File: src/memPkg.sv
package memPkg;

    // 4096-byte RAM, upper address bits are dropped
    localparam int RamAddrBits = 12;

    typedef logic [15:0] memAddr;
    typedef logic [7:0]  memByte;
    typedef logic [31:0] memWord;

    // value is the byte count of the access
    typedef enum logic [2:0] {
        LenByte = 3'd1,
        LenHalf = 3'd2,
        LenWord = 3'd4
    } xferLen;

    typedef enum logic [1:0] {
        Idle,
        Fetch,
        Load,
        Store
    } ctrlState;

    typedef enum logic [1:0] {
        EvNone,
        EvFetch,
        EvLoad,
        EvStore
    } txnEvent;

    typedef struct packed {
        logic   valid;
        memAddr addr;
    } fetchReq;

    typedef struct packed {
        logic   done;
        memWord inst;
    } fetchResp;

    typedef struct packed {
        logic   valid;
        logic   write;
        xferLen len;
        memAddr addr;
        memWord wdata;
    } dataReq;

    typedef struct packed {
        logic   done;
        memWord rdata;
    } dataResp;

    typedef struct packed {
        logic                   we;
        logic [RamAddrBits-1:0] addr;
        memByte                 wdata;
    } ramPort;

endpackage

File: src/regPkg.sv
package regPkg;

    localparam int CntBits = 16;

    typedef logic [7:0]  regAddr;
    typedef logic [31:0] regData;

    // register map
    localparam regAddr OffCtrl     = 8'h00;
    localparam regAddr OffFetchCnt = 8'h04;
    localparam regAddr OffLoadCnt  = 8'h08;
    localparam regAddr OffStoreCnt = 8'h0C;

    typedef struct packed {
        logic   psel;
        logic   penable;
        logic   pwrite;
        regAddr paddr;
        regData pwdata;
    } apbReq;

    typedef struct packed {
        logic   pready;
        regData prdata;
        logic   pslverr;
    } apbResp;

    // bit 0 and bit 1 of the control register
    typedef struct packed {
        logic fetchFirst;
        logic pause;
    } ctrlBits;

endpackage

File: src/memRegs.sv
`timescale 1ns/1ps

module memRegs (
    input  logic            clk,
    input  logic            rst,
    input  regPkg::apbReq   apbIn,
    output regPkg::apbResp  apbOut,
    input  memPkg::txnEvent ctrlEvent,
    output regPkg::ctrlBits ctrl
);

    // 0 fetch, 1 load, 2 store
    logic [regPkg::CntBits-1:0] cnt [3];
    logic [2:0]     hit;
    logic           access;
    logic           mapped;
    logic           isCnt;
    logic           clearCnt;
    regPkg::regData rdData;

    assign access = apbIn.psel && apbIn.penable;

    assign isCnt = (apbIn.paddr == regPkg::OffFetchCnt)
                || (apbIn.paddr == regPkg::OffLoadCnt)
                || (apbIn.paddr == regPkg::OffStoreCnt);

    assign clearCnt = access && apbIn.pwrite && isCnt;

    assign hit[0] = (ctrlEvent == memPkg::EvFetch);
    assign hit[1] = (ctrlEvent == memPkg::EvLoad);
    assign hit[2] = (ctrlEvent == memPkg::EvStore);

    always_ff @(posedge clk) begin
        if (rst) begin
            ctrl <= '0;
        end else if (access && apbIn.pwrite && (apbIn.paddr == regPkg::OffCtrl)) begin
            ctrl.fetchFirst <= apbIn.pwdata[0];
            ctrl.pause      <= apbIn.pwdata[1];
        end
    end

    // saturating counters, a clear beats a same-cycle increment
    always_ff @(posedge clk) begin
        if (rst) begin
            for (int i = 0; i < 3; i++) begin
                cnt[i] <= '0;
            end
        end else if (clearCnt) begin
            for (int i = 0; i < 3; i++) begin
                cnt[i] <= '0;
            end
        end else begin
            for (int i = 0; i < 3; i++) begin
                if (hit[i] && (cnt[i] != '1)) begin
                    cnt[i] <= cnt[i] + 1'b1;
                end
            end
        end
    end

    // read mux
    always_comb begin
        rdData = '0;
        mapped = 1'b1;
        case (apbIn.paddr)
            regPkg::OffCtrl: begin
                rdData[0] = ctrl.fetchFirst;
                rdData[1] = ctrl.pause;
            end
            regPkg::OffFetchCnt: rdData = regPkg::regData'(cnt[0]);
            regPkg::OffLoadCnt:  rdData = regPkg::regData'(cnt[1]);
            regPkg::OffStoreCnt: rdData = regPkg::regData'(cnt[2]);
            default:             mapped = 1'b0;
        endcase
    end

    // zero wait states
    always_comb begin
        apbOut.pready  = 1'b1;
        apbOut.prdata  = rdData;
        apbOut.pslverr = access && !mapped;
    end

endmodule

File: config.mk
export PLATFORM = sky130hd
export DESIGN_NAME = memRegs
export DESIGN_NICKNAME = d
export VERILOG_FILES = /design/src/memPkg.sv /design/src/regPkg.sv /design/src/memRegs.sv
export SDC_FILE = /design/constraint.sdc
export NUM_CORES = 1
export LEC_CHECK = 0
export BUFFER_PORTS_ARGS = -buffer_cell sky130_fd_sc_hd__buf_4
export CORE_UTILIZATION = 48
export DETAILED_ROUTE_END_ITERATION = 6
export PLACE_DENSITY = 0.79
export SYNTH_ARGS = -nofsm -noshare
export SYNTH_HDL_FRONTEND = slang
export SYNTH_SLANG_ARGS = --single-unit
File: constraint.sdc
create_clock -name clk -period 2.2 [get_ports clk]
set_clock_uncertainty 0.05 [all_clocks]
set_input_delay 0.22 -clock clk [delete_from_list [all_inputs] [get_ports clk]]
set_output_delay 0.22 -clock clk [all_outputs]
set_load 0.03 [all_outputs]
Word level (Yosys, flattened, before mapping):

Memory sizes are Yosys's and may differ from the RTL's.
Cells that the tools add are included.
Widths: inputs -> output; s select.

* register bits after elaboration: 2
* RAM bits: 48
* output and inout port bits: 36
* memories kept: 1

* $add $sub $neg: 3
* equal/unequal tests: 9
* mux-type cells: 26
* bitwise logic cells: 6
* reduce and logical (&&, ||, !) cells: 13

Memory list
* cnt: words 3, bits a word 16, rd ports 3, clocked after Yosys merged registers in 0, write ports 3, line memRegs.sv:13 `logic [regPkg::CntBits-1:0] cnt [3];`

Operator list (count)
* $mux 16: 6
* $add 16x1->16 const B: 3
* $ne 16x16->1 const B: 3
* $pmux 14 s3: 1
* $mux 1: 18
* $eq 8x4->1 const B: 2
* $eq 8x3->1 const B: 1
* $logic_and 1x1->1: 8
* $logic_not 8->1: 1
* $pmux 2 s4: 1
* $or 1x1->1: 6
* $eq 2x2->1 const B: 2
* $reduce_or 4->1: 1
* $eq 2x1->1 const B: 1
* $logic_or 1x1->1: 2
* $logic_not 1->1: 1

Depth between registers and ports, before layout:

* word-level depth: 9
* depth in mapped cells: 8
* gate-level depth less buffers: 6

Worst setup path before layout:

Ideal clock, no wire load.

* path kind: reg2reg
* from: mem cnt[0][23] (netlist name)
* to: mem cnt[0][16] (netlist name), enable pin
* arrival time: 1660 ps
* path slack: 115 ps
* stages on the path, launching flop included: 5
* buffers on the path: 0
* cell sequence: edfxtp_1 > and4_1 > and3_1 > a311oi_1 > nand2b_1

RTL lines (line)
* from (decl): memRegs.sv:13

==> results.md <==
- # rows: 29
- Number of global-route vias before repair: 2380
- GRT met1 Usage: 27.9%
- Cell Area, Placed: 3580 um^2
- Number of diodes: 0
- Via count: 2458
- WL/cell: 15.7 um
- Initial core utilization: 49.5%
- Number of clock sinks: 50
- Fmax: 484 MHz
- I/O pin total: 83
- R2R depth: 6
- Setup CP Type: register to register
- Cell area power density: 565 nW/um^2
- Core ar.: 6350 um^2
- Synth Instances: 317
- Largest cells by area after synthesis: edfxtp_1, nor2_1, xor2_1
- Max cap viols: 0
- R2r setup slk: 130 ps
- Die W: 82.9 um
- Dpl cells: 438
- Final WL: 7040 um
- DRC viols: 0
- VDD IR max: 360 uV
- Syn Area/Cell: 9.92 um^2
- Final Slew Violations: 0
- Leakage: 1.45 nW
- Share of the synthesized area in the top cell type: 45.8%
- GRT met3 Usage: 4.57%
- R2R Path End: cnt[0][20]
- Cell taking the most area after synthesis: edfxtp_1
- Final Core Density: 58.4%
- Total negative slack: 0 ps
- Antenna Nets Post-Route: 0
- CTS tree: built
- Number of synthesized flops with an enable pin: 48
- Port Buf Inserts: 35
- Grt peak-use layer: met2
- Detailed-router iteration count before antenna repair: 4
- Synth Register Bits: 50
- TritonCTS Buffers: 5
- GRT Total Usage: 21.4%
- Iteration-0 DRC Markers: 133
- Final hold violation count: 0
- Layout area overhead: 17.9%
- Met2 usage: 35.0%
- Die Height: 82.9 um
- Via/cell ratio: 5.49
- Fin area: 3710 um^2
- Max Buffers Root-to-Sink: 2
- Register area share after synthesis: 47.1%
- Proportion of layout cells with a drive suffix above 1: 23.5%
- Critical Path Sink Type: register
- CP Launch Type: register
- Finished Layout Cells: 448
- First-pass GRT wire length: 11500 um
- Clock latency on the worst-skew pair: 310 ps
- Initial antenna violation count: 0
- WHS Path Cells: 2
- Crit Reg-Reg Startpoint: cnt[0][38]
- Synth top cells by count: nor2_1, edfxtp_1, xor2_1
- Grt total ovfl: 0
- Hold wc startpoint: rst
- Largest net degree at the start of global routing: 29
- Fill count: 550
- Reg clk slew, reported paths: 90 ps
- Final Wtd Congestion: 0.915
- Final cycle utilization of the critical path: 94.0%
- Primary FF master, synth: edfxtp_1
- Most frequent cell after synthesis: nor2_1
- H-tree Lvls: 2
- Synth Cell Area: 3140 um^2
- Number of warnings issued by yosys: 0
- Worst EP arrival: 2080 ps
- Total die area: 6880 um^2
- Final #Nets: 420
- Setup violators final: 0
- Ys async rst share: 0%
- Fin crit period: 2070 ps
- Post-DP HPWL: 5260 um
- Hold Path Sink: ctrl[0]
- CP max FO: 11
- Status: finished clean
- Worst Hold Class: input port to register
- Root buffer cell: clkbuf_8
- Synth cell types: 32
- Critical Path RT: 2210 ps
==> layout by cell type, fill, tap and decap left out, types with 2 or more instances in the layout <==
master,n
nor2_1,78
buf_4,58
edfxtp_1,48
xor2_1,28
nand2_1,23
nand3_1,19
conb_1,17
mux2_2,14
a22oi_1,14
xnor2_1,14
and3_1,11
nand4_1,6
inv_1,6
clkbuf_8,5
nand2b_1,3
ha_1,3
clkbuf_1,3
mux4_2,2
and4_1,2
a41oi_2,2
and2_1,2
mux2i_1,2
dfxtp_1,2
buf_12,2
==> power breakdown <==
group | leakage [nW] | switching [mW] | internal, mW
sequential | 0.527 | 0.0741 | 1.13
clock | 0.0395 | 0.295 | 0.227
combinational | 0.887 | 0.209 | 0.161
total | 1.45 | 0.578 | 1.52
==> state kept, by name, indices dropped and copies added, names as in the netlist <==
name and flops:
ctrl 2, cnt 48
==> logic make-up (layout without fill, tap and decap cells) <==
family	after synthesis	count (layout)	share of synthesized area, %
AND/OR/NAND/NOR	148	148	21.1
flip-flops	50	50	47.1
XOR/XNOR	42	42	11.7
AO/OA/AOI/OAI	19	19	4.85
other	2	17	0.239
adder cells (fa/ha/maj)	3	3	1.19
multiplexers	18	18	7.08
buffers and inverters	35	74	6.76
==> cell type report <==
cell class                 count  area, um^2  share of cell area (%)
sequential                    50        1480                    40.0
clock buffer                   8        80.1                    2.16
tap                           77        96.3                    2.60
inverter                       6        22.5                   0.607
multi-input combinational    247        1550                    41.8
timing repair buffer          60         475                    12.8
==> per-stage QoR <==
step / total power [mW] / setup slack, ps / hold WS, ps
global placement: 1.56 / 137 / 350
floorplan: 1.47 / 115 / 242
global route: 2.17 / -3.11 / 22.6
CTS: 2.09 / 71.0 / 25.1
detailed placement: 1.58 / 92.1 / 351
finish: 2.09 / 133 / 24.0
==> critical path, cell delays in order (launching register included) <==
cell and delay [ps]:
edfxtp_1 390, nand4_1 200, nor4_4 350, a41oi_2 190, o31ai_4 340, buf_4 240
nor2_1 60
==> metal layers <==
layer | vias up | share of wire, %
met1 | 1183 | 43
li1 | 1177 | -
met2 | 77 | 49
met5 | - | 0
met3 | 21 | 4.4
met4 | 0 | 3.2
==> worst max-delay path by stage <==
stage / start / to / slack (ps) / cells past startpoint
after floorplan: cnt[0][23] / cnt[0][16] / 110 / 4
after global placement: cnt[0][38] / cnt[0][21] / 140 / 6
after detailed placement: cnt[0][16] / cnt[0][28] / 90 / 6
after CTS: cnt[0][1] / cnt[0][36] / 70 / 7
after global routing: cnt[0][38] / cnt[0][37] / -3 / 6
final: cnt[0][38] / cnt[0][20] / 130 / 6
==> what timing repair did <==
action | 4_1_cts | 5_1_grt
buffers inserted | 0 | 2
gates resized for setup | 0 | 5
endpoints found under the setup margin | 0 | 64
hold buffers | 0 | 0
No activity file was read; power rests on OpenSTA's default activity.
