--- config.mk ---
export PLATFORM = sky130hd
export DESIGN_NAME = memCtrl
export DESIGN_NICKNAME = d
export VERILOG_FILES = /design/src/memPkg.sv /design/src/regPkg.sv /design/src/memCtrl.sv
export SDC_FILE = /design/constraint.sdc
export NUM_CORES = 1
export LEC_CHECK = 0
export ABC_AREA = 1
export BUFFER_PORTS_ARGS = -buffer_cell sky130_fd_sc_hd__buf_2
export CAP_MARGIN = 5
export CORE_MARGIN = 8
export CORE_UTILIZATION = 51
export CTS_BUF_LIST = sky130_fd_sc_hd__clkbuf_4 sky130_fd_sc_hd__clkbuf_8 sky130_fd_sc_hd__clkbuf_16
export CTS_CLUSTER_SIZE = 10
export DETAILED_ROUTE_END_ITERATION = 7
export GPL_TIMING_DRIVEN = 0
export HOLD_SLACK_MARGIN = 0.02
export PLACE_DENSITY = 0.92
export SYNTH_ARGS = -nofsm -noshare
export SYNTH_HDL_FRONTEND = slang
export SYNTH_SLANG_ARGS = --single-unit
--- constraint.sdc ---
create_clock -name clk -period 3.9 [get_ports clk]
set_input_delay 0.78 -clock clk [delete_from_list [all_inputs] [get_ports clk]]
set_output_delay 0.78 -clock clk [all_outputs]
set_load 0.05 [all_outputs]
--- src/memPkg.sv ---
package memPkg;

    // 4096-byte RAM, upper address bits are dropped
    localparam int RamAddrBits = 12;

    typedef logic [15:0] memAddr;
    typedef logic [7:0]  memByte;
    typedef logic [31:0] memWord;

    // value is the byte count of the access
    typedef enum logic [2:0] {
        LenByte = 3'd1,
        LenHalf = 3'd2,
        LenWord = 3'd4
    } xferLen;

    typedef enum logic [1:0] {
        Idle,
        Fetch,
        Load,
        Store
    } ctrlState;

    typedef enum logic [1:0] {
        EvNone,
        EvFetch,
        EvLoad,
        EvStore
    } txnEvent;

    typedef struct packed {
        logic   valid;
        memAddr addr;
    } fetchReq;

    typedef struct packed {
        logic   done;
        memWord inst;
    } fetchResp;

    typedef struct packed {
        logic   valid;
        logic   write;
        xferLen len;
        memAddr addr;
        memWord wdata;
    } dataReq;

    typedef struct packed {
        logic   done;
        memWord rdata;
    } dataResp;

    typedef struct packed {
        logic                   we;
        logic [RamAddrBits-1:0] addr;
        memByte                 wdata;
    } ramPort;

endpackage

--- src/regPkg.sv ---
package regPkg;

    localparam int CntBits = 16;

    typedef logic [7:0]  regAddr;
    typedef logic [31:0] regData;

    // register map
    localparam regAddr OffCtrl     = 8'h00;
    localparam regAddr OffFetchCnt = 8'h04;
    localparam regAddr OffLoadCnt  = 8'h08;
    localparam regAddr OffStoreCnt = 8'h0C;

    typedef struct packed {
        logic   psel;
        logic   penable;
        logic   pwrite;
        regAddr paddr;
        regData pwdata;
    } apbReq;

    typedef struct packed {
        logic   pready;
        regData prdata;
        logic   pslverr;
    } apbResp;

    // bit 0 and bit 1 of the control register
    typedef struct packed {
        logic fetchFirst;
        logic pause;
    } ctrlBits;

endpackage

--- src/memCtrl.sv ---
`timescale 1ns/1ps

module memCtrl (
    input  logic              clk,
    input  logic              rst,
    input  memPkg::fetchReq   fetchIn,
    output memPkg::fetchResp  fetchOut,
    input  memPkg::dataReq    dataIn,
    output memPkg::dataResp   dataOut,
    input  regPkg::ctrlBits   ctrl,
    output memPkg::ramPort    ram,
    input  memPkg::memByte    ramData,
    output memPkg::txnEvent   ctrlEvent
);

    memPkg::ctrlState state;
    memPkg::memAddr   base;
    memPkg::xferLen   len;
    memPkg::memWord   storeWord;
    memPkg::memWord   asmWord;
    memPkg::memWord   rdWord;
    memPkg::memAddr   byteAddr;
    logic [2:0]       stage;
    logic             rdValid;
    logic [1:0]       rdIdx;
    logic             isRead;
    logic             issue;
    logic             done;
    logic             pickData;
    logic             pickFetch;
    logic             ramWe;
    logic [memPkg::RamAddrBits-1:0] ramAddr;
    memPkg::memByte   ramWdata;

    assign isRead   = (state == memPkg::Fetch) || (state == memPkg::Load);
    assign issue    = (state != memPkg::Idle) && (stage < len);
    assign byteAddr = base + memPkg::memAddr'(stage);

    // data port wins a tie unless fetchFirst is set
    assign pickData  = dataIn.valid && !(fetchIn.valid && ctrl.fetchFirst);
    assign pickFetch = fetchIn.valid && !pickData;

    // reads finish one cycle after the last byte address, stores right after the last write
    always_comb begin
        if (isRead) begin
            done = !ctrl.pause && (stage == len + 3'd1);
        end else if (state == memPkg::Store) begin
            done = !ctrl.pause && (stage == len);
        end else begin
            done = 1'b0;
        end
    end

    // last byte comes straight from the ram in the done cycle
    always_comb begin
        rdWord = asmWord;
        if (rdValid) begin
            rdWord[rdIdx*8 +: 8] = ramData;
        end
    end

    always_comb begin
        fetchOut.done  = done && (state == memPkg::Fetch);
        fetchOut.inst  = rdWord;
        dataOut.done   = done && (state != memPkg::Fetch);
        dataOut.rdata  = rdWord;
    end

    always_comb begin
        ctrlEvent = memPkg::EvNone;
        if (done) begin
            case (state)
                memPkg::Fetch: ctrlEvent = memPkg::EvFetch;
                memPkg::Load:  ctrlEvent = memPkg::EvLoad;
                memPkg::Store: ctrlEvent = memPkg::EvStore;
                default:       ctrlEvent = memPkg::EvNone;
            endcase
        end
    end

    assign ram = '{we: ramWe, addr: ramAddr, wdata: ramWdata};

    // state, stage counter and write enable
    always_ff @(posedge clk) begin
        if (rst) begin
            state <= memPkg::Idle;
            stage <= '0;
            ramWe <= 1'b0;
        end else if (ctrl.pause) begin
            ramWe <= 1'b0;
        end else begin
            ramWe <= 1'b0;
            case (state)
                memPkg::Idle: begin
                    stage <= '0;
                    if (pickData) begin
                        state <= dataIn.write ? memPkg::Store : memPkg::Load;
                    end else if (pickFetch) begin
                        state <= memPkg::Fetch;
                    end
                end
                default: begin
                    if (done) begin
                        state <= memPkg::Idle;
                    end else if (issue) begin
                        ramWe <= (state == memPkg::Store);
                        stage <= stage + 3'd1;
                    end else begin
                        // waiting for the last read byte
                        stage <= stage + 3'd1;
                    end
                end
            endcase
        end
    end

    // latched request and ram address/data
    always_ff @(posedge clk) begin
        if (!ctrl.pause) begin
            if (state == memPkg::Idle) begin
                if (pickData) begin
                    base      <= dataIn.addr;
                    len       <= dataIn.len;
                    storeWord <= dataIn.wdata;
                end else if (pickFetch) begin
                    base <= fetchIn.addr;
                    len  <= memPkg::LenWord;
                end
            end else if (issue) begin
                ramAddr  <= byteAddr[memPkg::RamAddrBits-1:0];
                ramWdata <= storeWord[stage*8 +: 8];
            end
        end
    end

    // the ram reads every cycle, even while paused, so the byte
    // tracker and the assembly word follow it rather than the FSM
    always_ff @(posedge clk) begin
        if (rst) begin
            rdValid <= 1'b0;
        end else begin
            rdValid <= isRead && (stage != 3'd0) && (stage <= len);
        end
    end

    always_ff @(posedge clk) begin
        rdIdx <= 2'(stage - 3'd1);
        // cleared while idle so short loads come out zero-extended
        if (state == memPkg::Idle) begin
            asmWord <= '0;
        end else begin
            asmWord <= rdWord;
        end
    end

endmodule

* Word level (Yosys, flattened, before mapping) *
Index checks and enable logic that the tools add are counted.

operators by class
  mux-type cells = 17
  bitwise operators = 3
  eq/ne operators = 8
  magnitude comparators = 2
  reduce and logical (&&, ||, !) cells = 25
  shift-type cells = 3
  $add $sub $neg = 5

operators by type and width
  kind                     count
  $neg 5->34               1
  $shift 8x34->32 const A  1
  $shiftx 8x34->32         1
  $bwmux 32                1
  $mux 32                  1
  $shiftx 32x7->8          1
  $mux 12                  2
  $add 12x3->12            1
  $mux 3                   4
  $reduce_and 3->1         4
  $logic_and 1x1->1        10
  $mux 2                   5
  $add 3x1->3 const B      2
  $eq 3x3->1               2
  $pmux 2 s3               1
  $reduce_bool 2->1        3
  $reduce_or 5->1          1
  $eq 2x2->1 const B       2
  $ne 2x1->1 const B       2
  $le 3x3->1               1
  $logic_not 1->1          3
  $lt 3x3->1               1
  $mux 1                   3
  $ne 3x3->1 const B       1
  7 further kinds          9

storage, ports and cells
  logic and storage cells = 74
  input bits = 82
  output and inout bits = 89
  register bits = 108

* Logic depth before layout (Yosys ltp) *
  depth in word-level cells = 8
  mapped depth = 13
  depth with buffers taken out = 11

* Worst setup path before layout *
OpenSTA, ideal clock, no wires.

  path kind = reg-to-output
  start = register rdIdx[0]
  end = output fetchOut[8] (netlist bit)
  arrival time = 2.604 ns
  path slack = 0.516 ns
  required time = 3.120 ns
  stages on the path, launching flop included = 9
  cells stage by stage = dfxtp_1 buf_2 clkinv_1 ha_1 inv_1 nor2_1 nand2_2 o22ai_1 buf_4

RTL lines
  what                      line            RTL
  start: declaration        memCtrl.sv:25   logic [1:0] rdIdx;
  start signal: assignment  memCtrl.sv:147  rdIdx <= 2'(stage - 3'd1);
  end: declaration          memCtrl.sv:7    output memPkg::fetchResp fetchOut,

==> results.env <==
OUTCOME='finished, final reports clean'
SYNTH_TOP_AREA_SHARE_PCT=39.7
IO_BUFFER_COUNT=162
PLACEMENTROWS=36
NUMBER_OF_GLOBAL_ROUTE_VIAS_BEFORE_REPAIR=4222
FINAL.SETUP.WORST_SLACK_NS=0.306
IRDROPWORSTVDD_uV=293
BOUNDARY_PIN_COUNT=171
SHARE_OF_FINAL_LAYOUT_STANDARD_CELLS_STRONGER_THAN_DRIVE_STRENGTH_1_PCT=32.6
FLOPS_LATCHES_SYNTH=108
WL_PER_CELL_UM=14.1
SYNTH.YOSYS.SEQ_AREA_SHARE_PCT=55.9
FINAL.SETUP.TNS_NS=0
DIE_AREA_SQ_UM=13400
TIMING_WORST_SLEW_PIN_VALUE_NS=1.08
GROUTE.USAGE.OVERALL_PCT=18.2
WORST_HOLD_SLACK_ACROSS_ALL_ENDPOINTS_NS=0.479
TIGHTEST_SLEW_MARGIN_RELATIVE_TO_THE_LIMIT_PCT=27.6
WIRE_LENGTH_OF_THE_FIRST_GLOBAL_ROUTING_PASS_MM=19.1
NUMBER_OF_ANTENNA_VIOLATIONS_AT_THE_FIRST_CHECK_IN_GLOBAL_ROUTING=0
SETUP_VIOL=0
DRT_PASS1_ITERATIONS=4
HOLD_VIOLATIONS=0
FINISH.NET_COUNT=827
GLOBALROUTE.TOTALOVERFLOW=0
CTS.HOLD.BUFFERS_ADDED=0
MAX-CLOCK-PATH-BUFFERS=2
GRT.BUSIEST_LAYER='met2'
INITIAL_STANDARD_CELL_UTILIZATION_OF_THE_CORE_PCT=52.0
STARTPOINT_TYPE='flip-flop'
GRTUSAGEMET2_PCT=33.8
GLOBALROUTEMET3UTIL_PCT=3.75
USE_MET1_PCT=19.3
AVGVIACOUNTPERCELL=4.85
SYNTH.LIB_CELLS_USED.DISTINCT=32
CLOCK.FMAX_GHz=0.278
CRIT_PATH_CELL_TRACE='buf_2 -> clkinv_1 -> ha_1 -> inv_1 -> nor2_1 -> nand2_2 -> o22ai_1 -> buf_4 -> buf_2'
CPMOSTUSEDCELL='sky130_fd_sc_hd__buf_2'
CTS_BUFFERS=9
SYNTH_WARNINGS=0
GRT_MAX_DEGREE=22
GP_CONGESTION=0.808
ROUTED-VIA-COUNT=4188
DRT_ITER0_DRC=365
ROOT_BUF_CELL='sky130_fd_sc_hd__clkbuf_8'
POST_DP_CELL_AREA_SQ_UM=6080
FINAL_CELL_MIX='sky130_fd_sc_hd__buf_2, sky130_fd_sc_hd__nand2_1, sky130_fd_sc_hd__nor2_1, sky130_fd_sc_hd__edfxtp_1, sky130_fd_sc_hd__inv_1'
DETAILEDPLACE.WORSTSLACK_NS=0.730
INSERTEDDIODECOUNT=0
CRIT_PATH_ARRIVAL_TIME_NS=2.81
SLEW_VIOL_FINAL=0
FILLCELLCOUNT=802
SYNTHESIS.INSTANCES=551
HORIZONTAL_EXTENT_OF_THE_DIE_UM=116
CP_TOP_FAMILY='buffers and inverters'
PWR_DENSITY_CELL_nW_PER_UM2=381
CRITICAL_PATH.SLOWEST_CELL='sky130_fd_sc_hd__ha_1'
INSERTION_DELAY_NS=0.36
ROUTED_WIRELENGTH_MM=12.2
DP_HPWL_MM=9.68
CRITICAL-PATH-MAX-STAGE-DELAY_NS=0.42
RSZ0062_AT_GRT='no'
CTS.REPAIR.RESIZED=0
CTS.SINKS=108
DESIGN.CORE.AREA_SQ_UM=9730
HOLD-PATH-CELL-COUNT=2
CTS_SETUP_BUFFERS=0
CP_DATA_REQUIRED_TIME_NS=3.12
FF_LATCH_AREA_SQ_UM=2830
REG2REG_DEPTH=9
SYN-CELL-AREA_SQ_UM=5060
P_LEAK_uW=0.00310
MULTI_INPUT_AREA_SQ_UM=1670
DIE_HEIGHT_UM=116
FINAL_PERIOD_MINUS_WORST_SETUP_SLACK_NS=3.59
MIN_PATH_TYPE='flip-flop to flip-flop'
BUFFERS_INVERTERS_ON_CRITICAL_PATH=5
CTS.CLK_SLEW.WORST_PATHS_NS=0.10
LEADING_AREA_CONTRIBUTOR_AFTER_SYNTHESIS='sky130_fd_sc_hd__edfxtp_1'
FINAL_ANTENNA_NET_COUNT=0
UTILIZATION_PCT=64.5
TRITONCTS_CLOCK_TREE='yes'
CRITPATHCAPTURETYPE='output pin'
YOSYS-TOP-CELLS-AREA='sky130_fd_sc_hd__edfxtp_1, sky130_fd_sc_hd__dfxtp_1, sky130_fd_sc_hd__nand2_1'
PATH_DEPTH=9
SYN_NETS=652
FINALCLOCKSKEW_NS=0.0128
LARGEST_FANOUT_ON_THE_CRITICAL_PATH=11
CTS.HTREE.LEVELS=3
AREA_DELTA_SYNTH_FINAL_PCT=23.9
MEAN_SYN_CELL_AREA_SQ_UM=9.19
LAYOUT.CELLS.MOST_COMMON='sky130_fd_sc_hd__buf_2'
POST-ROUTE-PERIOD-UTIL_PCT=92.1
MAXCAPVIOLCOUNT=0
PATH_CLASS='flip-flop to output pin'
DRC_ERRORS=0
FINAL_INSTANCE_AREA_SQ_UM=6270
-- cells by family after synthesis --
family	share of synthesized area [%]
AOI/OAI and AO/OA	7.76
xor gates and xnor gates	1.73
adders and majority gates	4.84
buffers and inverters	11.2
DFF	55.9
and+or+nand+nor	18.5
-- cell type report --
class                      instances  area share [%]
tap                              133            2.65
clock buffer                       9            1.97
timing repair buffer             164            13.4
buffer                            45            4.89
sequential                       108            45.2
clock inverter                     7            1.16
multi-input combinational        328            26.6
inverter                          70            4.19
-- metal layers --
metal	part of all wire (%)	vias up
met5	0	-
met4	2.4	0
met3	8.9	23
met2	51	184
met1	38	1884
li1	-	2097
-- path summary, 6_finish.rpt --
| kind | start | to | slack, ns |
|---|---|---|---|
| worst max register to register | stage[0] | ramAddr[0] | 1.12 |
| worst min register to register | asmWord[2] | asmWord[2] | 0.48 |
| worst min-delay path | asmWord[2] | asmWord[2] | 0.48 |
| worst max-delay path | rdIdx[0] | fetchOut[10] | 0.31 |
-- cell usage after synthesis, drive strengths merged --
library cell and number:
edfxtp 67, nand2 135, clkbuf 5, a21oi 31, inv 69, nor3 3
buf 40, xnor2 5, xor2 5, o211a 1, nand3 20, nor2 70
o22ai 15, ha 18, o21ai 20, dfxtp 41, clkinv 1, nand4 2
a211oi 1, or2 1, fa 1
-- power breakdown --
group          internal (uW)  switching (uW)
Combinational            126             294
Clock                    253             402
Sequential              1290            28.6
-- worst min-delay path: stages, from the launching register on --
cell                      delay (ns)
sky130_fd_sc_hd__dfxtp_1        0.31
sky130_fd_sc_hd__nand2_1        0.07
sky130_fd_sc_hd__a21oi_1        0.06
-- per-stage QoR --
step,std cells,total power (uW)
floorplan,551,1620
global route,864,2500
global placement,846,1740
detailed placement,848,1760
finish,864,2390
CTS,864,2410
-- registers in the layout (all words and copies together) (netlist names) --
name       flops
asmWord       32
base          12
len            3
ramAddr       12
ramWdata       8
ramWe          1
rdIdx          2
rdValid        1
stage          3
state          2
storeWord     32
Note: power is estimated with default switching activity, not from simulation.
